`src/bus_pkg.sv`:
```
`default_nettype none

package bus_pkg;

  localparam int DATA_W       = 16;
  localparam int ADDR_W       = 8;
  localparam int OP_W         = 4;    // opcode field of a host command
  localparam int NUM_MASTERS  = 2;
  localparam int AUDIO_ID     = 0;    // lowest index, so it wins a free bus
  localparam int CMD_ID       = 1;
  localparam logic [ADDR_W-1:0] AUDIO_BASE = 8'hF0;
  localparam int AUDIO_LEN    = 8;
  localparam int SAMPLE_TICKS = 32;
  localparam int RAM_DEPTH    = 2 ** ADDR_W;
  localparam int IDX_W        = $clog2(AUDIO_LEN);
  localparam int TICK_W       = $clog2(SAMPLE_TICKS);

  // codes 4..15 are illegal
  typedef enum logic [OP_W-1:0] {
    CMD_NOP   = 4'd0,
    CMD_WRITE = 4'd1,
    CMD_READ  = 4'd2,
    CMD_ADD   = 4'd3
  } cmd_op_t;

  typedef enum logic [1:0] {
    BUS_IDLE  = 2'd0,
    BUS_READ  = 2'd1,
    BUS_WRITE = 2'd2
  } bus_op_t;

  typedef enum logic [2:0] {
    IDLE,
    REQ,
    ADDR,
    WAIT_RD,
    WRITE_BACK,
    DONE
  } exec_state_t;

  typedef logic [7:0] audio_sample_t;

  typedef struct packed {
    logic [OP_W-1:0]   op;     // raw code as sent by the host
    logic [ADDR_W-1:0] addr;
    logic [DATA_W-1:0] data;
  } cmd_word_t;

  typedef struct packed {
    cmd_op_t           op;
    logic [ADDR_W-1:0] addr;
    logic [DATA_W-1:0] operand;
    logic              illegal;
  } decoded_cmd_t;

  typedef struct packed {
    bus_op_t           op;
    logic [ADDR_W-1:0] addr;
    logic [DATA_W-1:0] wdata;
  } bus_ctrl_t;

  typedef struct packed {
    logic              valid;
    logic [DATA_W-1:0] rdata;
  } bus_resp_t;

  typedef struct packed {
    cmd_op_t           op;
    logic [ADDR_W-1:0] addr;
    logic [DATA_W-1:0] data;
    logic              error;
  } rsp_t;

endpackage

`default_nettype wire
```
`src/audio_fetch.sv`:
```
`default_nettype none

module audio_fetch import bus_pkg::*; (
  input  wire logic      clk50MHz,
  input  wire logic      arst_n,
  input  wire logic      audio_en,
  input  wire logic      ack,
  input  wire bus_resp_t bus_resp,
  output logic           req,
  output bus_ctrl_t      bus_out,
  output audio_sample_t  audio_out
);

  logic [TICK_W-1:0] tick_cnt;
  logic [IDX_W-1:0]  idx;        // position in the sample ring
  logic              req_q;
  logic              rd_pend;    // read phase issued, word not back yet
  logic              tick;
  logic              phase;
  logic              rd_hit;

  assign tick   = audio_en && (tick_cnt == TICK_W'(SAMPLE_TICKS - 1));
  assign phase  = req_q && ack;  // req drops right after, so this is the first ack cycle
  assign rd_hit = rd_pend && ack && bus_resp.valid;
  assign req    = req_q;

  always_comb begin
    bus_out = '{op: BUS_IDLE, addr: '0, wdata: '0};
    if (phase) begin
      bus_out.op   = BUS_READ;
      bus_out.addr = AUDIO_BASE + ADDR_W'(idx);
    end
  end

  always_ff @(posedge clk50MHz or negedge arst_n) begin
    if (!arst_n) begin
      tick_cnt  <= '0;
      idx       <= '0;
      req_q     <= 1'b0;
      rd_pend   <= 1'b0;
      audio_out <= '0;
    end else begin
      if (!audio_en) begin
        tick_cnt <= '0;
        idx      <= '0;
      end else begin
        tick_cnt <= tick ? '0 : tick_cnt + 1'b1;
        if (rd_hit) begin
          idx <= (idx == IDX_W'(AUDIO_LEN - 1)) ? '0 : idx + 1'b1;
        end
      end

      // a fetch still in flight makes this tick a skip
      if (phase) begin
        req_q   <= 1'b0;
        rd_pend <= 1'b1;
      end else if (tick && !req_q && !rd_pend) begin
        req_q <= 1'b1;
      end

      if (rd_hit) begin
        rd_pend <= 1'b0;
        if (audio_en) begin
          audio_out <= bus_resp.rdata[7:0];   // low byte drives the level
        end
      end
    end
  end

endmodule

`default_nettype wire

```
`config.mk`:
```
export PLATFORM = sky130hd
export DESIGN_NAME = audio_fetch
export DESIGN_NICKNAME = d
export VERILOG_FILES = /design/src/bus_pkg.sv /design/src/audio_fetch.sv
export SDC_FILE = /design/constraint.sdc
export NUM_CORES = 1
export LEC_CHECK = 0
export BUFFER_PORTS_ARGS = -buffer_cell sky130_fd_sc_hd__buf_2
export CAP_MARGIN = 5
export CELL_PAD_IN_SITES_DETAIL_PLACEMENT = 1
export CELL_PAD_IN_SITES_GLOBAL_PLACEMENT = 1
export CORE_AREA = 4 4 58 60
export CTS_BUF_LIST = sky130_fd_sc_hd__clkbuf_2
export DETAILED_ROUTE_END_ITERATION = 8
export DIE_AREA = 0 0 62 64
export PLACE_DENSITY_LB_ADDON = 0.1
export SLEW_MARGIN = 10
export SYNTH_ARGS = -nofsm -noshare
export SYNTH_HDL_FRONTEND = slang
export SYNTH_SLANG_ARGS = --single-unit
export TNS_END_PERCENT = 30
```
`constraint.sdc`:
```
create_clock -name clk50MHz -period 2.3 [get_ports clk50MHz]
set_input_delay 0.23 -clock clk50MHz [delete_from_list [all_inputs] [get_ports clk50MHz]]
set_output_delay 0.23 -clock clk50MHz [all_outputs]
set_load 0.03 [all_outputs]
```
==> results_dict.tcl, run 1 <==
set metrics [dict create \
    status "finished, final reports clean" \
    place_congestion 0.6936 \
    place_inst 140 \
    fin_nets 138 \
    cp.required_ns 2.53 \
    reg2reg_to "tick_cnt[3]" \
    hold_path_end "audio_out[4]" \
    pwr_density_cell_nw_per_um2 485.6 \
    hold_violations 0 \
    reg2reg_from "tick_cnt[0]" \
    tns_ns 0 \
    rr_worst_depth 5 \
    cts_buffer_depth 2 \
    root_buffer "clkbuf_2" \
    fillCellCount 346 \
    grt_setup_unrepaired "false" \
    finalCritPeriodShare_pct 72.30 \
    avgSynthCellArea_sq_um 11.60 \
    io_pins 56 \
    antenna_cells 0 \
    ys_seq_area_share_pct 45.17 \
    startpoint_type "register" \
    cts_tree "built" \
    regArea_sq_um 450.4 \
    maxSlewViolCount 0 \
    setup_ws_ns 0.6370 \
    multiInputGateArea_sq_um 424.2 \
    r2r_slack_ns 0.64 \
    fmax_mhz 601.3 \
    final_core_util_pct 37.35 \
    core_sq_um 2928 \
    overflow 0 \
    clk_pin_slew_ns 0.18 \
    drc 0 \
    wire_per_inst_um 11.95 \
    vdd.ir_drop.worst_uv 260.1 \
    grt_usage_pct 9.824 \
    cts_sinks 18 \
    synth_seq_cells 18 \
    die_w_um 62 \
    die-height_um 64 \
    h-tree-depth 1 \
    dpl.hpwl_mm 1.404 \
    synth.distinct_cells 23 \
    place_ws_ns 0.6677 \
    synthCells 86 \
    cts_setup_buffers 0 \
    first_pass_iters 2 \
    grt_pass1_wl_mm 2.946 \
    design.die.area_sq_um 3968 \
    start_util_pct 34.06 \
    drive_gt1_share_pct 41.07 \
    p_leak_nw 0.6565 \
    drtIter0Drc 3 \
    route.vias.total 631 \
    portBuffers 29 \
    cts_buffers 3 \
    netlist_area_sq_um 997.2 \
    design_area_sq_um 1094 \
    synthDominantCellAreaShare_pct 45.17 \
    hold_depth 2 \
    whs_ns 0.1484 \
    worst_hold_startpoint "bus_resp[4]" \
    grt_max_degree 19 \
    skew_ns 0.003529 \
    area_growth_syn_to_layout_pct 9.661 \
    arrival_ns 1.90 \
    grt_pass1_vias 672 \
    layout_commonest_cell "buf_2" \
    synth_area_leaders "dfrtp_1 (45%), buf_4 (17%), mux2_2 (9.0%)" \
    setup_violations 0 \
    viasPerCell 4.352 \
    routed_wl_mm 1.733 \
    total_power_uw 531.1 \
    final_cell_mix "buf_2 (29), conb_1 (18), dfrtp_1 (18)" \
    max_cap_viol_count 0 \
    fin_cells 145 \
    rows 20 \
    worstSetupEndpointType "register" \
    placed_area_sq_um 1065 \
    ys_warn_count 0 \
    clkLatencyLatePin_ns 0.29 \
    critPathMaxFanout 6 \
    antenna_found_initial 0 \
    yosysTopAreaCell "dfrtp_1" \
    ant_nets 0 \
    period_minus_slack_ns 1.663 \
    worstSetupPathType "register to register" \
    hold_path.class "input port to register" \
]
[where the power goes]
group	internal, mW	switching, mW	leakage (nW)
logic	0.0145	0.0560	0.393
registers	0.321	0.00288	0.249
clock network	0.0378	0.0990	0.0140
total	0.373	0.158	0.656
[layer usage]
layer / share of wire (%) / global-route usage (%) / up-vias / wire length [um]
met4: 0.52 / 3.979 / 0 / 9
li1: - / - / 301 / -
met2: 48 / 15.41 / 32 / 836
met1: 42 / 12.05 / 296 / 720
met3: 9.6 / 3.232 / 2 / 166
met5: 0 / 0 / - / 0
[area by class of cell]
type                    count  area share (%)
clock buffers               3           1.373
clock inverters             1          0.3432
inverters                   1          0.3432
multi-input cells          59           38.79
flip-flops and latches     18           41.19
well taps                  33           3.776
repair buffers             30           14.19
[critical path, cell delays in order, from the launching register on]
cell and delay [ns]:
dfrtp_1 0.43, ha_1 0.23, and3_1 0.19, ha_1 0.24, or3b_1 0.39, mux2i_1 0.13
[cell usage after synthesis (all sizes together)]
| master | instances |
|---|---|
| buf | 25 |
| nor2b | 1 |
| a32o | 1 |
| a21oi | 1 |
| nor3b | 1 |
| mux2 | 8 |
| or3b | 2 |
| mux2i | 4 |
| inv | 1 |
| nand3b | 1 |
| and2 | 1 |
| dfrtp | 18 |
| nand3 | 1 |
| and3b | 2 |
| xnor2 | 1 |
| ha | 4 |
| nand2 | 5 |
| nor2 | 2 |
| and3 | 5 |
| conb | 1 |
| nand4 | 1 |
[flip-flops by register name (all words and copies together) (netlist names)]
signal     flops
audio_out      8
tick_cnt       5
idx            3
req            1
rd_pend        1
[cells by family after synthesis]
| logic type | share of synthesized area (%) |
|---|---|
| AO/OA/AOI/OAI | 1.505 |
| XOR/XNOR | 0.8785 |
| adder cells (fa/ha/maj) | 5.019 |
| buffers and inverters | 18.70 |
| flip-flops | 45.17 |
| multiplexers | 13.05 |
| other | 0.3761 |
| AND/OR/NAND/NOR | 15.31 |
[what timing repair did]
action,in CTS,in global routing
hold buffers,1,0
hold endpoints to repair,18,0
resized for setup,0,0
[how the worst max path moves through the flow]
stage,end,startpoint,slack (ns),depth (start not counted)
after detailed placement,tick_cnt[3],tick_cnt[0],0.67,5
after CTS,tick_cnt[3],tick_cnt[0],0.61,5
after global placement,tick_cnt[3],tick_cnt[0],0.68,5
after global routing,tick_cnt[3],tick_cnt[0],0.49,5
after floorplan,tick_cnt[3],tick_cnt[0],0.78,5
final,tick_cnt[3],tick_cnt[0],0.64,5
No activity file was read; power rests on OpenSTA's default activity.
==> run 2: changes to the inputs <==
CORE_AREA = 4 4 63 65   (was 4 4 58 60)
DIE_AREA = 0 0 67 69   (was 0 0 62 64)
clock period = 1.5 ns   (was 2.3 ns; I/O delays follow)
==> run 2 against run 1 <==
Effect of this change:
- non-clock buffer count rose by 4
- die area rose by 17%
- register-to-register slack got worse by 0.59 ns
- clock power rose by 51%
- hold slack got worse by 0.081 ns
- count of clock-buffer cells in the layout did not move
- sequential cell count did not move
- wire length rose by 8.3%
- first-iteration DRC count rose by 130%
==> results_dict.tcl, run 2 (synthesis results as in run 1) <==
set metrics [dict create \
    status "finished, final reports clean" \
    grt_max_degree 19 \
    period_minus_slack_ns 1.449 \
    layout_commonest_cell "buf_2" \
    die-height_um 69 \
    pwr_density_cell_nw_per_um2 708.8 \
    p_leak_nw 0.6702 \
    worstSetupPathType "register to register" \
    drc 0 \
    cts_buffers 3 \
    hold_path.class "input port to register" \
    worst-path-buf-inv 0 \
    regMostFlops "audio_out" \
    max_cap_viol_count 0 \
    cts_buffer_depth 2 \
    whs_ns 0.06725 \
    area_growth_syn_to_layout_pct 16.31 \
    viasPerCell 4.049 \
    setup_violations 0 \
    wire_per_inst_um 11.59 \
    start_util_pct 29.88 \
    dpl.hpwl_mm 1.480 \
    portBuffers 29 \
    grt_usage_pct 8.511 \
    ant_nets 0 \
    grt_pass1_wl_mm 3.070 \
    route.vias.total 656 \
    design_area_sq_um 1160 \
    total_power_uw 822.1 \
    design.die.area_sq_um 4623 \
    grt_setup_unrepaired "true" \
    overflow 0 \
    skew_ns 0.001030 \
    root_buffer "clkbuf_2" \
    die_w_um 67 \
    drtIter0Drc 7 \
    fin_nets 142 \
    hold_violations 0 \
    drive_gt1_share_pct 45.69 \
    crit_slowest_cell "dfrtp_1" \
    io_pins 56 \
    arrival_ns 1.69 \
    r2r_slack_ns 0.05 \
    cts_tree "built" \
    cp.required_ns 1.74 \
    tns_ns 0 \
    final_cell_mix "buf_2 (29), conb_1 (18), dfrtp_1 (18)" \
    placed_area_sq_um 1106 \
    place_congestion 0.6713 \
    cts_sinks 18 \
    cp_top_family "simple AND/OR/NAND/NOR gates" \
    fmax_mhz 689.9 \
    vdd.ir_drop.worst_uv 301.3 \
    antenna_cells 0 \
    clkLatencyLatePin_ns 0.29 \
    rows 21 \
    antenna_found_initial 0 \
    path_cells "ha_2 -> and3_4 -> ha_4 -> or3b_1 -> mux2i_1" \
    routed_wl_mm 1.877 \
    finalCritPeriodShare_pct 96.63 \
    startpoint_type "register" \
    maxSlewViolCount 0 \
    h-tree-depth 1 \
    clk_pin_slew_ns 0.17 \
    slowest_delay_ns 0.42 \
    worstSetupEndpointType "register" \
    core_sq_um 3337 \
    largest_register_ff_count 8 \
    grt_pass1_vias 700 \
    first_pass_iters 3 \
    critPathMaxFanout 2 \
    top_regs "audio_out (8), tick_cnt (5), idx (3)" \
]
## run 2: final timing paths
path | start | cells after the start | end
max reg2reg | tick_cnt[0] | 5 | tick_cnt[3]
min in group asynchronous | arst_n | 2 | audio_out[4]
max in group asynchronous | arst_n | 2 | idx[1]
max | tick_cnt[0] | 5 | tick_cnt[3]
min reg2reg | audio_out[1] | 1 | audio_out[1]
min | bus_resp[1] | 2 | audio_out[1]
## run 2: timing repair
item,4_1_cts,5_1_grt
hold endpoints to repair,18,0
pin swaps,1,3
endpoints found under the setup margin,1,1
gates resized for setup,1,2
gates cloned,0,0
buffers inserted,1,0
hold buffers,1,0
## run 2: through the flow
stage,utilization (%),worst slack [ns],cells
finish,34.76,0.05055,162
global route,34.76,-0.009958,162
CTS,34.31,0.0008844,162
detailed placement,33.15,0.009342,156
global placement,33.15,0.01802,156
floorplan,-,0.006807,103
## run 2: layer usage
metal	up-vias	GRT usage [%]	wire, um
li1	310	-	-
met1	312	10.44	741
met2	32	13.76	954
met3	2	1.948	168
met4	0	4.054	12
met5	-	0	0
## run 2: layout make-up
cell class	instances	area [sq um]
Inverter	1	3.754
Clock buffer	3	15.01
Multi-Input combinational cell	59	444.2
Sequential cell	18	450.4
Fill cell	395	2177
Tap cell	46	57.56
Timing Repair Buffer	34	185.2
Clock inverter	1	3.754
## run 2: power by group
group / internal, mW / switching (mW) / total (mW)
Clock: 0.0580 / 0.149 / 0.207
Sequential: 0.492 / 0.00448 / 0.497
Combinational: 0.0294 / 0.0887 / 0.118
==> run 3: changes to the inputs <==
CORE_AREA = 4 4 66 62   (was 4 4 63 65)
DIE_AREA = 0 0 70 66   (was 0 0 67 69)
==> run 3 against run 2 <==
Effect of this change:
- sequential power is essentially flat
- register-to-register slack lost 0.04 ns
- combinational power is essentially flat
- largest cell class unchanged
- highest routed layer unchanged
- worst setup slack lost 0.037 ns
- first-iteration DRC count grew 86%
- clock power shrank 2%
- sequential share of layout area grew 0.47 points
- cell count shrank 2.5%
- count of clock-buffer cells in the layout is the same
- wire length grew 2.0%
- critical path depth is the same
- fmax shrank 2.5%
==> results_dict.tcl, run 3 (synthesis results as in run 1) <==
set metrics [dict create \
    switching_share_pct 29.52 \
    placed_area_sq_um 1104 \
    cts_tree "built" \
    clk_pin_slew_ns 0.17 \
    cts_sinks 18 \
    p_sw_uw 240.0 \
    largest_register_ff_count 8 \
    clkLatencyLatePin_ns 0.29 \
    dpl.hpwl_mm 1.461 \
    fin_nets 141 \
    design_area_sq_um 1146 \
    maxSlewViolCount 0 \
    startpoint_type "register" \
    max_cap_viol_count 0 \
    total_power_uw 812.9 \
    pwr_density_cell_nw_per_um2 709.3 \
    slowest_delay_ns 0.42 \
    cp.required_ns 1.74 \
    top_usage_layer "met2" \
    pwr-share-clk_pct 24.8 \
    fmax_mhz 672.5 \
    overflow 0 \
    die_w_um 70 \
    top_regs "audio_out (8), tick_cnt (5), idx (3)" \
    h-tree-depth 1 \
    status "finished, final reports clean" \
    hold_path.class "input port to register" \
    rr_worst_depth 5 \
    die-height_um 66 \
    whs_ns 0.07048 \
    cts_buffers 3 \
    crit_slowest_cell "dfrtp_1" \
    grt_pass1_vias 687 \
    grt_util_met2_pct 15.09 \
    hold_depth 2 \
    worst_hold_startpoint "bus_resp[1]" \
    core_sq_um 3353 \
    routed_wl_mm 1.915 \
    vdd.ir_drop.worst_uv 319.1 \
    p_int_uw 572.9 \
    wire_per_inst_um 12.12 \
    place_congestion 0.6136 \
    portBuffers 29 \
    reg2reg_to "tick_cnt[3]" \
    r2r_slack_ns 0.01 \
    root_buffer "clkbuf_2" \
    grt_pass1_wl_mm 3.229 \
    antenna_cells 0 \
    setup_violations 0 \
    io_pins 56 \
    skew_ns 0.005301 \
    power_frac_seq_pct 61.1 \
    cts_buffer_depth 2 \
    power_frac_comb_pct 14.1 \
    multiInputGateArea_sq_um 444.2 \
    finalCritPeriodShare_pct 99.13 \
    grt_usage_pct 8.879 \
    regArea_sq_um 450.4 \
    rows 20 \
    design.die.area_sq_um 4620 \
    antenna_found_initial 0 \
    route.vias.total 661 \
    cts_setup_buffers 0 \
    layout_commonest_cell "buf_2" \
    start_util_pct 29.74 \
    ant_nets 0 \
    first_pass_iters 4 \
    p_leak_nw 0.6634 \
    worstSetupEndpointType "register" \
    met1_usage_pct 10.36 \
    period_minus_slack_ns 1.487 \
    drc 0 \
    grt_setup_unrepaired "true" \
    viasPerCell 4.184 \
    reg2reg_from "tick_cnt[1]" \
    path_cells "ha_2 -> and3_4 -> ha_4 -> or3b_1 -> mux2i_1" \
    hold_path_end "audio_out[1]" \
    final_cell_mix "buf_2 (29), conb_1 (18), dfrtp_1 (18)" \
    final_core_util_pct 34.18 \
    drtIter0Drc 13 \
    area_growth_syn_to_layout_pct 14.93 \
    met3_usage_pct 2.888 \
    fillCellCount 394 \
    hold_violations 0 \
    drive_gt1_share_pct 45.61 \
    worstSetupPathType "register to register" \
    regMostFlops "audio_out" \
    grt_max_degree 19 \
    critPathMaxFanout 2 \
    tns_ns 0 \
    arrival_ns 1.72 \
]
[run 3: cell types whose count changed in the layout (fill, tap and decap cells not counted), sizes merged]
| cell | delta |
|---|---|
| buf | -1 |
| clkinv | -1 |
[run 3: power groups by stage]
stage	combinational, mW	clock, mW	sequential, mW
finish	0.115	0.202	0.497
global route	0.127	0.237	0.498
CTS	0.115	0.217	0.497
detailed placement	0.113	0	0.505
global placement	0.111	0	0.505
floorplan	0.111	0	0.505
[run 3: critical path: cells and delay by family, from the launching register on]
family	cells	cell delay, ns
flops	1	0.42
simple gates	2	0.53
fa+ha+maj	2	0.34
mux	1	0.13
[run 3: stage by stage]
step	instances	worst slack [ns]
finish	158	0.01305
global route	158	-0.03198
CTS	158	0.003114
detailed placement	154	-0.01423
global placement	154	0.01389
floorplan	103	0.006807
[run 3: how the worst max path moves through the flow]
stage	startpoint	end	slack (ns)
3_3_place_gp	tick_cnt[0]	tick_cnt[3]	0.01
4_1_cts	tick_cnt[1]	tick_cnt[3]	0.003
2_1_floorplan	tick_cnt[0]	tick_cnt[3]	0.007
5_1_grt	tick_cnt[0]	tick_cnt[3]	-0.03
6_report	tick_cnt[1]	tick_cnt[3]	0.01
3_5_place_dp	tick_cnt[0]	tick_cnt[3]	-0.01
[run 3: layer usage]
layer	wire length, um	vias to the layer above
li1	-	307
met1	764	327
met2	994	25
met3	139	2
met4	17	0
met5	0	-
[run 3: timing repair]
item                                    CTS  global route
hold buffers                              1             0
pin swaps                                 2             0
resized for setup                         2             1
endpoints found under the hold margin    18             0
endpoints found under the setup margin    1             1
[run 3: final cells by class]
class | instances | share of cell area (%)
multi-input cells | 59 | 38.76
well taps | 44 | 4.803
clock buffers | 3 | 1.310
repair buffers | 33 | 15.50
inverters | 1 | 0.3275
flip-flops and latches | 18 | 39.30
