--- src/bus_pkg.sv ---
`default_nettype none

package bus_pkg;

  localparam int DATA_W       = 16;
  localparam int ADDR_W       = 8;
  localparam int OP_W         = 4;    // opcode field of a host command
  localparam int NUM_MASTERS  = 2;
  localparam int AUDIO_ID     = 0;    // lowest index, so it wins a free bus
  localparam int CMD_ID       = 1;
  localparam logic [ADDR_W-1:0] AUDIO_BASE = 8'hF0;
  localparam int AUDIO_LEN    = 8;
  localparam int SAMPLE_TICKS = 32;
  localparam int RAM_DEPTH    = 2 ** ADDR_W;
  localparam int IDX_W        = $clog2(AUDIO_LEN);
  localparam int TICK_W       = $clog2(SAMPLE_TICKS);

  // codes 4..15 are illegal
  typedef enum logic [OP_W-1:0] {
    CMD_NOP   = 4'd0,
    CMD_WRITE = 4'd1,
    CMD_READ  = 4'd2,
    CMD_ADD   = 4'd3
  } cmd_op_t;

  typedef enum logic [1:0] {
    BUS_IDLE  = 2'd0,
    BUS_READ  = 2'd1,
    BUS_WRITE = 2'd2
  } bus_op_t;

  typedef enum logic [2:0] {
    IDLE,
    REQ,
    ADDR,
    WAIT_RD,
    WRITE_BACK,
    DONE
  } exec_state_t;

  typedef logic [7:0] audio_sample_t;

  typedef struct packed {
    logic [OP_W-1:0]   op;     // raw code as sent by the host
    logic [ADDR_W-1:0] addr;
    logic [DATA_W-1:0] data;
  } cmd_word_t;

  typedef struct packed {
    cmd_op_t           op;
    logic [ADDR_W-1:0] addr;
    logic [DATA_W-1:0] operand;
    logic              illegal;
  } decoded_cmd_t;

  typedef struct packed {
    bus_op_t           op;
    logic [ADDR_W-1:0] addr;
    logic [DATA_W-1:0] wdata;
  } bus_ctrl_t;

  typedef struct packed {
    logic              valid;
    logic [DATA_W-1:0] rdata;
  } bus_resp_t;

  typedef struct packed {
    cmd_op_t           op;
    logic [ADDR_W-1:0] addr;
    logic [DATA_W-1:0] data;
    logic              error;
  } rsp_t;

endpackage

`default_nettype wire
--- src/bus_arbiter.sv ---
`default_nettype none

module bus_arbiter import bus_pkg::*; (
  input  wire logic [NUM_MASTERS-1:0] clk50MHz_unused_guard,
  input  wire logic                   clk50MHz,
  input  wire logic                   arst_n,
  input  wire logic [NUM_MASTERS-1:0] req,
  input  wire bus_ctrl_t              ctrl_in [NUM_MASTERS],
  output logic [NUM_MASTERS-1:0]      ack,
  output bus_ctrl_t                   bus_ctrl
);

  logic [NUM_MASTERS-1:0] grant_nxt;
  logic                   hold;

  // holder keeps the bus as long as its req stays up
  assign hold = |(ack & req & ~clk50MHz_unused_guard);

  // lowest requesting index wins
  always_comb begin
    grant_nxt = '0;
    for (int i = NUM_MASTERS - 1; i >= 0; i--) begin
      if (req[i]) begin
        grant_nxt = NUM_MASTERS'(1) << i;
      end
    end
  end

  always_ff @(posedge clk50MHz or negedge arst_n) begin
    if (!arst_n) begin
      ack <= '0;
    end else if (!hold) begin
      ack <= grant_nxt;   // re-arbitrate once the holder lets go
    end
  end

  always_comb begin
    bus_ctrl = '{op: BUS_IDLE, addr: '0, wdata: '0};
    for (int i = 0; i < NUM_MASTERS; i++) begin
      if (ack[i]) begin
        bus_ctrl = ctrl_in[i];
      end
    end
  end

endmodule

`default_nettype wire

--- config.mk ---
export PLATFORM = sky130hd
export DESIGN_NAME = bus_arbiter
export DESIGN_NICKNAME = d
export VERILOG_FILES = /design/src/bus_pkg.sv /design/src/bus_arbiter.sv
export SDC_FILE = /design/constraint.sdc
export NUM_CORES = 1
export LEC_CHECK = 0
export BUFFER_PORTS_ARGS = -buffer_cell sky130_fd_sc_hd__clkbuf_2
export CAP_MARGIN = 20
export CORE_UTILIZATION = 20
export DETAILED_ROUTE_END_ITERATION = 12
export HOLD_SLACK_MARGIN = 0.1
export PLACE_DENSITY = 0.81
export SLEW_MARGIN = 10
export SYNTH_ARGS = -nofsm -noshare
export SYNTH_HDL_FRONTEND = slang
export SYNTH_SLANG_ARGS = --single-unit
--- constraint.sdc ---
create_clock -name clk50MHz -period 1.1 [get_ports clk50MHz]
set_clock_uncertainty 0.1 [all_clocks]
set_input_delay 0.165 -clock clk50MHz [delete_from_list [all_inputs] [get_ports clk50MHz]]
set_output_delay 0.165 -clock clk50MHz [all_outputs]
set_load 0.05 [all_outputs]
==> results by group, run 1 <==
Power
  – PwrDens: 1060 mW/mm^2
  – Leak: 0.749 nW
  – VDD IR max: 0.711 mV
  – Tot Pwr: 0.00148 W

Routing
  – Number of routed nets with antenna violations: 0
  – Total Wirelength: 2.48 mm
  – Wire length per cell: 15.4 um
  – Via/cell ratio: 4.91
  – DR iter-0 viols: 3
  – Total number of vias: 791
  – DRC viols: 0
  – Pre-antenna DRT Iters: 2

Global routing
  – Initial antenna violation count: 0
  – Total global routing overflow: 0
  – GRT Util Overall: 0.216
  – First-pass GRT wire length: 3.28 mm
  – Number of global-route vias before repair: 791
  – Largest net degree at the start of global routing: 15

Floorplanning
  – Site Rows: 15
  – # IOs: 86
  – Die area: 0.00213 sq mm
  – Die Width: 46.1 um
  – Die Y: 46.1 um
  – Initial Util: 0.218
  – Area of the core: 0.00178 sq mm

Timing
  – Final Cycle Share: 1.43
  – Worst-margin pin slew: 0.162 ns
  – Final WS setup: -0.476 ns
  – FMAX: 635 MHz
  – RSZ-0062 raised after global routing: yes
  – Rel. slew slack: 0.892
  – Hold Fails Final Rpt: 0
  – Slew Viols, Final: 0
  – Setup Viol. Count Final: 29
  – Min Tclk post-route: 1.58 ns
  – Final TNS setup: -12.45 ns

Clocking
  – H-tree lvl count: 1
  – CTS root buffer: clkbuf_4
  – CTS tree: built
  – Clock buffers created by TritonCTS: 3
  – Clock Sink Count: 2
  – Clock-pin slew on the worst setup and hold paths: 0.03 ns
  – Max Buffers Root-to-Sink: 2
  – Clock Latency Late Sink: 0.23 ns

Worst hold path
  – Worst hold stages: 2
  – Hold Path Class: in2reg

Logic synthesis
  – Post-synth cell types: 13
  – Synth Register Bits: 2
  – Syn Area/Cell: 8.84 sq um
  – Post-Syn Instances: 44
  – Synth warn: 0
  – Synth Cell Area: 389 sq um
  – Syn Nets: 102
  – Register area share after synthesis: 0.129

Layout
  – Biggest register: ack
  – Share of post-route cells with drive strength above 1: 0.919
  – Util after Layout: 0.780
  – Filler cell count: 119
  – Final Non-Filler Cells: 161
  – Final nets: 196
  – Commonest non-fill, non-tap cell in the layout: clkbuf_2
  – Top Registers: ack (2)
  – Final std cell area, no fill: 0.00139 sq mm
  – ANT cells: 0
  – Most frequent cells in the layout: 57 x clkbuf_2, 23 x buf_8, 20 x a22o_4, 6 x clkbuf_4, 6 x buf_4
  – Max reg flops: 2
  – Area Growth Syn to Fin: 258%

Worst setup path
  – Critical path type: reg2out
  – CP max FO: 14
  – CP arrival: 1.31 ns
  – CP max-delay cell: dfrtp_2
  – CP startpoint kind: register
  – Worst path cell trace: nor2b_4 > buf_12 > a22o_2 > buf_8
  – Reg2reg path depth: 3
  – Crit path buf inv count: 2
  – Levels on crit path: 4
  – Delay-heaviest family, CP: flip-flops
  – Worst setup EP type: primary output
  – Slowest stage delay, CP: 0.44 ns
  – CP required: 0.83 ns

Place
  – Area after DPL: 0.00108 sq mm
  – GPL Wtd Cong: 0.716
  – Dpl cells: 155
  – Detailed placer's ending HPWL: 1.64 mm
  – IO buf count: 85

Run status
  – Status: finished with violations
  – Failing checks: setup timing

Flow run
  – Max-Cap Viols: 0
## path summary, 6_finish.rpt
path                                    start                 end  slack [ns]
max                        ack[1]$_DFFE_PN0N_         bus_ctrl[1]       -0.48
max reg2reg                ack[1]$_DFFE_PN0N_  ack[0]$_DFFE_PN0N_       -0.21
min in group asynchronous              arst_n  ack[1]$_DFFE_PN0N_        0.18
min                                    req[0]  ack[0]$_DFFE_PN0N_         0.1
min reg2reg                ack[0]$_DFFE_PN0N_  ack[0]$_DFFE_PN0N_        0.62
max in group asynchronous              arst_n  ack[0]$_DFFE_PN0N_        0.61
## Yosys cell counts
| cell type | count | share of area |
|---|---|---|
| nand2_1 | 4 | 0.039 |
| a22o_1 | 24 | 0.54 |
| clkbuf_1 | 1 | 0.0096 |
| nand4b_1 | 1 | 0.023 |
| mux2_1 | 1 | 0.029 |
| nand2b_1 | 1 | 0.016 |
| o21ai_1 | 2 | 0.026 |
| dfrtp_1 | 2 | 0.13 |
| nand3b_1 | 1 | 0.019 |
| buf_6 | 4 | 0.12 |
| nand3_1 | 1 | 0.013 |
| buf_4 | 1 | 0.019 |
| nor2b_2 | 1 | 0.023 |
## per-layer routing
metal / part of all wire / GRT usage / vias to the layer above
li1: - / - / 366
met1: 0.31 / 0.215 / 367
met2: 0.61 / 0.425 / 52
met3: 0.058 / 0.0314 / 6
met4: 0.025 / 0.106 / 0
met5: 0 / 0 / -
## through the flow
| stage | hold slack (ns) | setup slack, ns |
|---|---|---|
| global route | 0.113 | -0.515 |
| finish | 0.0951 | -0.476 |
| detailed placement | -0.146 | -0.319 |
| CTS | 0.0910 | -0.490 |
| global placement | -0.140 | -0.281 |
| floorplan | -0.231 | -0.395 |
## power breakdown
group	internal (W)	switching (W)
combinational	0.000567	0.000650
clock	0.000121	0.0000488
sequential	0.0000813	0.00000821
## area by class of cell
| type | count | area [sq um] | share of cell area |
|---|---|---|---|
| clock buffers | 3 | 22.5 | 0.0162 |
| multi-input cells | 36 | 490 | 0.353 |
| flip-flops and latches | 2 | 52.6 | 0.0378 |
| well taps | 25 | 31.3 | 0.0225 |
| repair buffers | 95 | 795 | 0.571 |
## worst reg2reg max path, stage by stage (launching register included)
cell      delay (ns)
dfrtp_2         0.44
buf_4           0.20
nand3b_1        0.12
mux2_1          0.33
## cell families after synthesis
logic type,share of synthesized area
compound gates,0.566
buf+inv,0.145
flops,0.129
mux,0.0289
simple gates,0.132
## repair_timing
action	CTS	global route
resized for setup	53	23
setup buffers	0	1
endpoints found under the setup margin	29	30
hold endpoints to repair	4	0
hold buffers	2	0
No activity file was read; power rests on OpenSTA's default activity.
==> run 2, diff against run 1 <==
--- a/config.mk
+++ b/config.mk
@@ -7,10 +7,13 @@
 export LEC_CHECK = 0
 export BUFFER_PORTS_ARGS = -buffer_cell sky130_fd_sc_hd__clkbuf_2
 export CAP_MARGIN = 20
-export CORE_UTILIZATION = 20
+export CELL_PAD_IN_SITES_DETAIL_PLACEMENT = 1
+export CELL_PAD_IN_SITES_GLOBAL_PLACEMENT = 2
+export CORE_UTILIZATION = 10
+export CTS_CLUSTER_SIZE = 30
 export DETAILED_ROUTE_END_ITERATION = 12
 export HOLD_SLACK_MARGIN = 0.1
-export PLACE_DENSITY = 0.81
+export PLACE_DENSITY = 0.95
 export SLEW_MARGIN = 10
 export SYNTH_ARGS = -nofsm -noshare
 export SYNTH_HDL_FRONTEND = slang
==> constraint.sdc (replaced) <==
create_clock -name clk50MHz -period 1.1 [get_ports clk50MHz]
set_clock_uncertainty 0.1 [all_clocks]
set_input_delay 0.11 -clock clk50MHz [delete_from_list [all_inputs] [get_ports clk50MHz]]
set_output_delay 0.11 -clock clk50MHz [all_outputs]
set_load 0.05 [all_outputs]
==> run 2 against run 1 <==
Compared with the run above:
- the flow still finishes with violations (setup timing)
- combinational power rose by 8%
- fmax rose by 3.9%
- global-route usage fell by 7.8 points
- design area rose by 15%
- clock power rose by 64%
- cell count rose by 14%
- via count fell by 3.8%
- non-clock buffer count did not move
- first-iteration DRC count rose by 100%
==> results by group, run 2 (synthesized netlist as in run 1, its figures left out) <==
Run status
  – Status: finished with violations
  – Failing checks: setup timing

Worst setup path
  – Setup slack, reg-to-reg: -0.19 ns (+0.02 ns)
  – Slowest stage delay, CP: 0.42 ns (-0.02 ns)
  – CP max FO: 14 (unchanged)
  – Critical path type: reg2out
  – Worst setup EP type: primary output
  – CP arrival: 1.31 ns (about the same)
  – CP max-delay cell: dfrtp_2
  – CP required: 0.89 ns (+0.06 ns)
  – Worst R2R Start: ack[1]$_DFFE_PN0N_
  – Worst path cell trace: nor2b_4 > buf_12 > a22o_2 > buf_8
  – CP startpoint kind: register
  – Reg2reg path depth: 3 (unchanged)
  – Worst reg2reg endpoint: ack[0]$_DFFE_PN0N_

Global routing
  – Total global routing overflow: 0 (unchanged)
  – Initial antenna violation count: 0 (unchanged)
  – GRT Util Overall: 0.138 (-0.0784)
  – Largest net degree at the start of global routing: 21 (+6)
  – First-pass GRT wire length: 4.31 mm (+31%)
  – Number of global-route vias before repair: 910 (+15%)

Power
  – VDD IR max: 0.436 mV (-39%)
  – PwrDens: 1060 mW/mm^2 (-0.49%)
  – Leak: 0.818 nW (+9.3%)

Layout
  – Max reg flops: 2 (unchanged)
  – Top Registers: ack (2)
  – Util after Layout: 0.433 (-0.348)
  – ANT cells: 0 (unchanged)
  – Biggest register: ack
  – Final nets: 196 (unchanged)
  – Share of post-route cells with drive strength above 1: 0.919 (unchanged)
  – Commonest non-fill, non-tap cell in the layout: clkbuf_2
  – Most frequent cells in the layout: 57 x clkbuf_2, 20 x a22o_4, 13 x clkbuf_16, 7 x clkbuf_8, 6 x buf_8
  – Final std cell area, no fill: 0.00160 sq mm (+15%)
  – Area Growth Syn to Fin: 310%

Worst hold path
  – Hold EP: ack[1]$_DFFE_PN0N_
  – Hold path start: clk50MHz_unused_guard[1]
  – Hold Path Class: in2reg
  – Worst hold stages: 3 (+1)

Clocking
  – Clock-pin slew on the worst setup and hold paths: 0.03 ns (about the same)
  – H-tree lvl count: 1 (unchanged)
  – CTS root buffer: clkbuf_8
  – Clock Latency Late Sink: 0.20 ns (-0.03 ns)
  – Max Buffers Root-to-Sink: 2 (unchanged)
  – Clock buffers created by TritonCTS: 3 (unchanged)
  – CTS tree: built
  – Clock Sink Count: 2 (unchanged)

Routing
  – Total Wirelength: 2.82 mm (+14%)
  – DR iter-0 viols: 6 (+3)
  – Wire length per cell: 15.3 um (-0.63%)
  – Number of routed nets with antenna violations: 0 (unchanged)
  – Pre-antenna DRT Iters: 3 (+1)
  – DRC viols: 0 (unchanged)
  – Total number of vias: 761 (-3.8%)
  – Via/cell ratio: 4.14 (-16%)

Floorplanning
  – # IOs: 86 (unchanged)
  – Die Y: 64.4 um (+40%)
  – Initial Util: 0.105 (-0.113)
  – Die area: 0.00414 sq mm (+95%)
  – Area of the core: 0.00369 sq mm (+110%)
  – Die Width: 64.4 um (+40%)
  – Site Rows: 22 (+7)

Timing
  – Setup Viol. Count Final: 29 (unchanged)
  – Slew Viols, Final: 0 (unchanged)
  – RSZ-0062 raised after global routing: yes
  – FMAX: 659 MHz (+3.9%)
  – Rel. slew slack: 0.846 (-0.0463)
  – Final WS setup: -0.417 ns (+0.0591 ns)
  – Min Tclk post-route: 1.52 ns (-0.0591 ns)
  – Final Cycle Share: 1.38 (-0.0537)
  – Hold Fails Final Rpt: 0 (unchanged)
  – Worst-margin pin slew: 0.231 ns (+0.0695 ns)

Place
  – IO buf count: 85 (unchanged)
  – GPL Wtd Cong: 0.680 (-5.0%)
  – Place WS: -0.291 ns (+0.0278 ns)
  – Area after DPL: 0.00115 sq mm (+6.1%)
  – Detailed placer's ending HPWL: 1.97 mm (+20%)

Flow run
  – Max-Cap Viols: 0 (unchanged)
run 2: cell count changes in the layout (fill, tap and decap cells not counted), sizes merged:
cell / previous run / this run
clkbuf: 64 / 78
dlygate4sd3: 2 / 3
buf: 32 / 17
run 2: worst max path at each step:
stage,slack [ns],end,cells after the start,startpoint
after detailed placement,-0.29,bus_ctrl[16],4,ack[1]$_DFFE_PN0N_
after global routing,-0.47,bus_ctrl[0],4,ack[1]$_DFFE_PN0N_
after global placement,-0.28,bus_ctrl[0],4,ack[1]$_DFFE_PN0N_
after CTS,-0.44,bus_ctrl[0],4,ack[1]$_DFFE_PN0N_
final,-0.42,bus_ctrl[0],4,ack[1]$_DFFE_PN0N_
after floorplan,-0.34,bus_ctrl[13],4,ack[0]$_DFFE_PN0N_
run 2: repair_timing:
item / 4_1_cts / 5_1_grt
resized for setup: 63 / 7
gates cloned: 0 / 0
hold endpoints to repair: 4 / 0
hold buffers: 3 / 0
setup endpoints to repair: 29 / 30
setup buffers: 0 / 1
run 2: cell type report:
class,count,area [sq um]
Fill cell,413,2090
Timing Repair Buffer,95,950
Multi-Input combinational cell,36,493
Tap cell,48,60.1
Sequential cell,2,52.6
Clock buffer,3,41.3
run 2: power breakdown:
group	internal [W]	switching [W]
Clock	0.000230	0.0000472
Sequential	0.0000814	0.00000612
Combinational	0.000662	0.000660
run 2: layer usage:
layer | GRT usage | wire length (um) | vias to the layer above
met5 | 0 | 0 | -
met4 | 0.0417 | 0 | 0
met3 | 0.0304 | 180 | 0
met2 | 0.301 | 1770 | 43
met1 | 0.117 | 867 | 352
li1 | - | - | 366
run 2: worst max-delay path: cells and delay by family, from the launching register on:
| family | cells | cell delay (ns) |
|---|---|---|
| AND/OR/NAND/NOR | 1 | 0.19 |
| flip-flops | 1 | 0.42 |
| AO/OA/AOI/OAI | 1 | 0.17 |
| buffers and inverters | 2 | 0.32 |
run 2: through the flow:
stage          hold slack, ns  instances  TNS, ns  power, W
2_1_floorplan          -0.286         44    -8.72  0.000805
3_5_place_dp           -0.202        177    -6.92   0.00109
3_3_place_gp           -0.204        177    -6.56   0.00108
6_report                0.121        184   -10.25   0.00169
4_1_cts                 0.109        183   -10.57   0.00167
5_1_grt                 0.137        184   -11.63   0.00175
==> run 3, diff against run 2 <==
--- a/config.mk
+++ b/config.mk
@@ -10,6 +10,7 @@
 export CELL_PAD_IN_SITES_DETAIL_PLACEMENT = 1
 export CELL_PAD_IN_SITES_GLOBAL_PLACEMENT = 2
 export CORE_UTILIZATION = 10
+export CTS_BUF_LIST = sky130_fd_sc_hd__clkbuf_4
 export CTS_CLUSTER_SIZE = 30
 export DETAILED_ROUTE_END_ITERATION = 12
 export HOLD_SLACK_MARGIN = 0.1
==> run 3 against run 2 <==
Compared with the run above:
- the run still ends with setup timing left
- worst setup slack worse by 0.018 ns
- hold slack worse by 0.014 ns
- design area down 0.78%
- sequential share of layout area about the same
- utilization down 0.34 points
- via count up 0.79%
- sequential cell count unchanged
- sequential power up 0.6%
- non-clock buffer count unchanged
- routed wire length up 2.8%
- largest cell class unchanged
- largest power group unchanged
==> results by group, run 3 (synthesized netlist as in run 1, its figures left out) <==
Layout
  – Most frequent cells in the layout: 57 x clkbuf_2, 20 x a22o_4, 13 x clkbuf_16, 9 x buf_8, 5 x buf_12
  – Register area: 52.6 sq um (unchanged)
  – Commonest non-fill, non-tap cell in the layout: clkbuf_2
  – Final nets: 196 (unchanged)
  – Biggest register: ack
  – Util after Layout: 0.429 (-0.00339)
  – Max reg flops: 2 (unchanged)
  – Filler cell count: 417 (+0.97%)
  – Share of post-route cells with drive strength above 1: 0.912 (-0.00735)
  – ANT cells: 0 (unchanged)
  – Area Growth Syn to Fin: 307%
  – Multi-input logic area: 493 sq um (unchanged)
  – Top Registers: ack (2)

Worst setup path
  – Worst setup EP type: primary output
  – CP startpoint kind: register
  – Delay-heaviest family, CP: flip-flops
  – CP max FO: 14 (unchanged)
  – CP arrival: 1.33 ns (+0.02 ns)
  – Worst R2R Start: ack[1]$_DFFE_PN0N_
  – CP max-delay cell: dfrtp_2
  – Critical path type: reg2out
  – Crit path buf inv count: 2 (unchanged)
  – Worst path cell trace: nor2b_4 > buf_12 > a22o_2 > buf_8
  – Slowest stage delay, CP: 0.42 ns (about the same)
  – Worst Setup SP: ack[1]$_DFFE_PN0N_
  – CP required: 0.89 ns (about the same)

Timing
  – Final Cycle Share: 1.40 (+0.0168)
  – Worst hold margin: 0.107 ns (-0.0142 ns)
  – Rel. slew slack: 0.845 (-0.00124)
  – Slew Viols, Final: 0 (unchanged)
  – FMAX: 651 MHz (-1.2%)
  – Final WS setup: -0.435 ns (-0.0185 ns)
  – Min Tclk post-route: 1.54 ns (+0.0185 ns)
  – RSZ-0062 raised after global routing: yes
  – Setup Viol. Count Final: 29 (unchanged)
  – Hold Fails Final Rpt: 0 (unchanged)
  – Worst-margin pin slew: 0.233 ns (+0.00187 ns)

Global routing
  – Number of global-route vias before repair: 913 (+0.33%)
  – GRT Util Overall: 0.139 (+0.00111)
  – Total global routing overflow: 0 (unchanged)
  – Initial antenna violation count: 0 (unchanged)
  – First-pass GRT wire length: 4.34 mm (+0.81%)
  – Largest net degree at the start of global routing: 21 (unchanged)

Routing
  – Pre-antenna DRT Iters: 3 (unchanged)
  – Total number of vias: 767 (+0.79%)
  – Wire length per cell: 15.8 um (+2.8%)
  – Via/cell ratio: 4.17 (+0.79%)
  – Number of routed nets with antenna violations: 0 (unchanged)
  – DR iter-0 viols: 5 (-1)
  – Total Wirelength: 2.90 mm (+2.8%)
  – DRC viols: 0 (unchanged)

Floorplanning
  – Site Rows: 22 (unchanged)
  – Die area: 0.00414 sq mm (unchanged)
  – # IOs: 86 (unchanged)
  – Area of the core: 0.00369 sq mm (unchanged)
  – Die Y: 64.4 um (unchanged)
  – Initial Util: 0.105 (unchanged)
  – Die Width: 64.4 um (unchanged)

Run status
  – Failing checks: setup timing
  – Status: finished with violations

Flow run
  – Max-Cap Viols: 0 (unchanged)

Clocking
  – Clock buffers created by TritonCTS: 3 (unchanged)
  – Clock Sink Count: 2 (unchanged)
  – Max Buffers Root-to-Sink: 2 (unchanged)
  – H-tree lvl count: 1 (unchanged)
  – Clock-pin slew on the worst setup and hold paths: 0.03 ns (about the same)
  – Clock Latency Late Sink: 0.22 ns (+0.02 ns)
  – CTS tree: built
  – CTS root buffer: clkbuf_4

Power
  – PwrDens: 996 mW/mm^2 (-5.7%)
  – Leak: 0.811 nW (-0.93%)
  – VDD IR max: 0.375 mV (-14%)

Place
  – Detailed placer's ending HPWL: 1.97 mm (unchanged)
  – IO buf count: 85 (unchanged)
  – GPL Wtd Cong: 0.680 (unchanged)

Worst hold path
  – Hold Path Class: in2reg
  – Hold path start: clk50MHz_unused_guard[1]
run 3: cell types whose count changed in the layout (fill, tap and decap cells not counted), sizes merged:
cell	change
buf	+2
clkbuf	-3
dlygate4sd3	+1
run 3: what timing repair did:
item,in CTS,in global routing
endpoints found under the setup margin,29,30
setup buffers,0,1
hold endpoints to repair,4,0
hold buffers,4,0
resized for setup,63,11
run 3: tightest hold or removal path, cell delays in order:
cell and delay, ns:
clkbuf_2 0.07, nand3b_1 0.12, nand3_1 0.08
run 3: per-layer routing:
metal,share of wire,track usage,vias to the layer above
li1,-,-,367
met3,0.060,0.0250,0
met5,0,0,-
met2,0.64,0.309,43
met1,0.30,0.117,357
met4,0,0.0417,0
run 3: final timing paths:
check / endpoint / slack (ns) / depth (start not counted)
hold / removal: ack[1]$_DFFE_PN0N_ / 0.11 / 3
hold reg to reg: ack[0]$_DFFE_PN0N_ / 0.54 / 2
max in group asynchronous: ack[1]$_DFFE_PN0N_ / 0.67 / 2
setup / recovery: bus_ctrl[0] / -0.44 / 4
setup reg to reg: ack[0]$_DFFE_PN0N_ / -0.20 / 3
min in group asynchronous: ack[0]$_DFFE_PN0N_ / 0.12 / 2
run 3: area by class of cell:
| class | instances | area share |
|---|---|---|
| Tap cell | 48 | 0.0379 |
| Clock buffer | 3 | 0.0142 |
| Multi-Input combinational cell | 36 | 0.311 |
| Timing Repair Buffer | 95 | 0.603 |
| Sequential cell | 2 | 0.0332 |
run 3: stage by stage:
stage	worst slack, ns	power [W]	setup TNS, ns	std cells	instance area (sq um)
detailed placement	-0.291	0.00109	-6.92	177	1150
finish	-0.435	0.00158	-10.83	184	1580
global route	-0.484	0.00164	-11.99	184	1580
global placement	-0.284	0.00108	-6.56	177	1150
CTS	-0.464	0.00156	-11.22	184	1570
floorplan	-0.340	0.000805	-8.72	44	604
run 3: where the power goes:
part           internal [W]  total [W]  switching, W
clock network      0.000120   0.000160     0.0000399
logic              0.000667    0.00133      0.000663
registers         0.0000814  0.0000880    0.00000666
total              0.000868    0.00158      0.000710
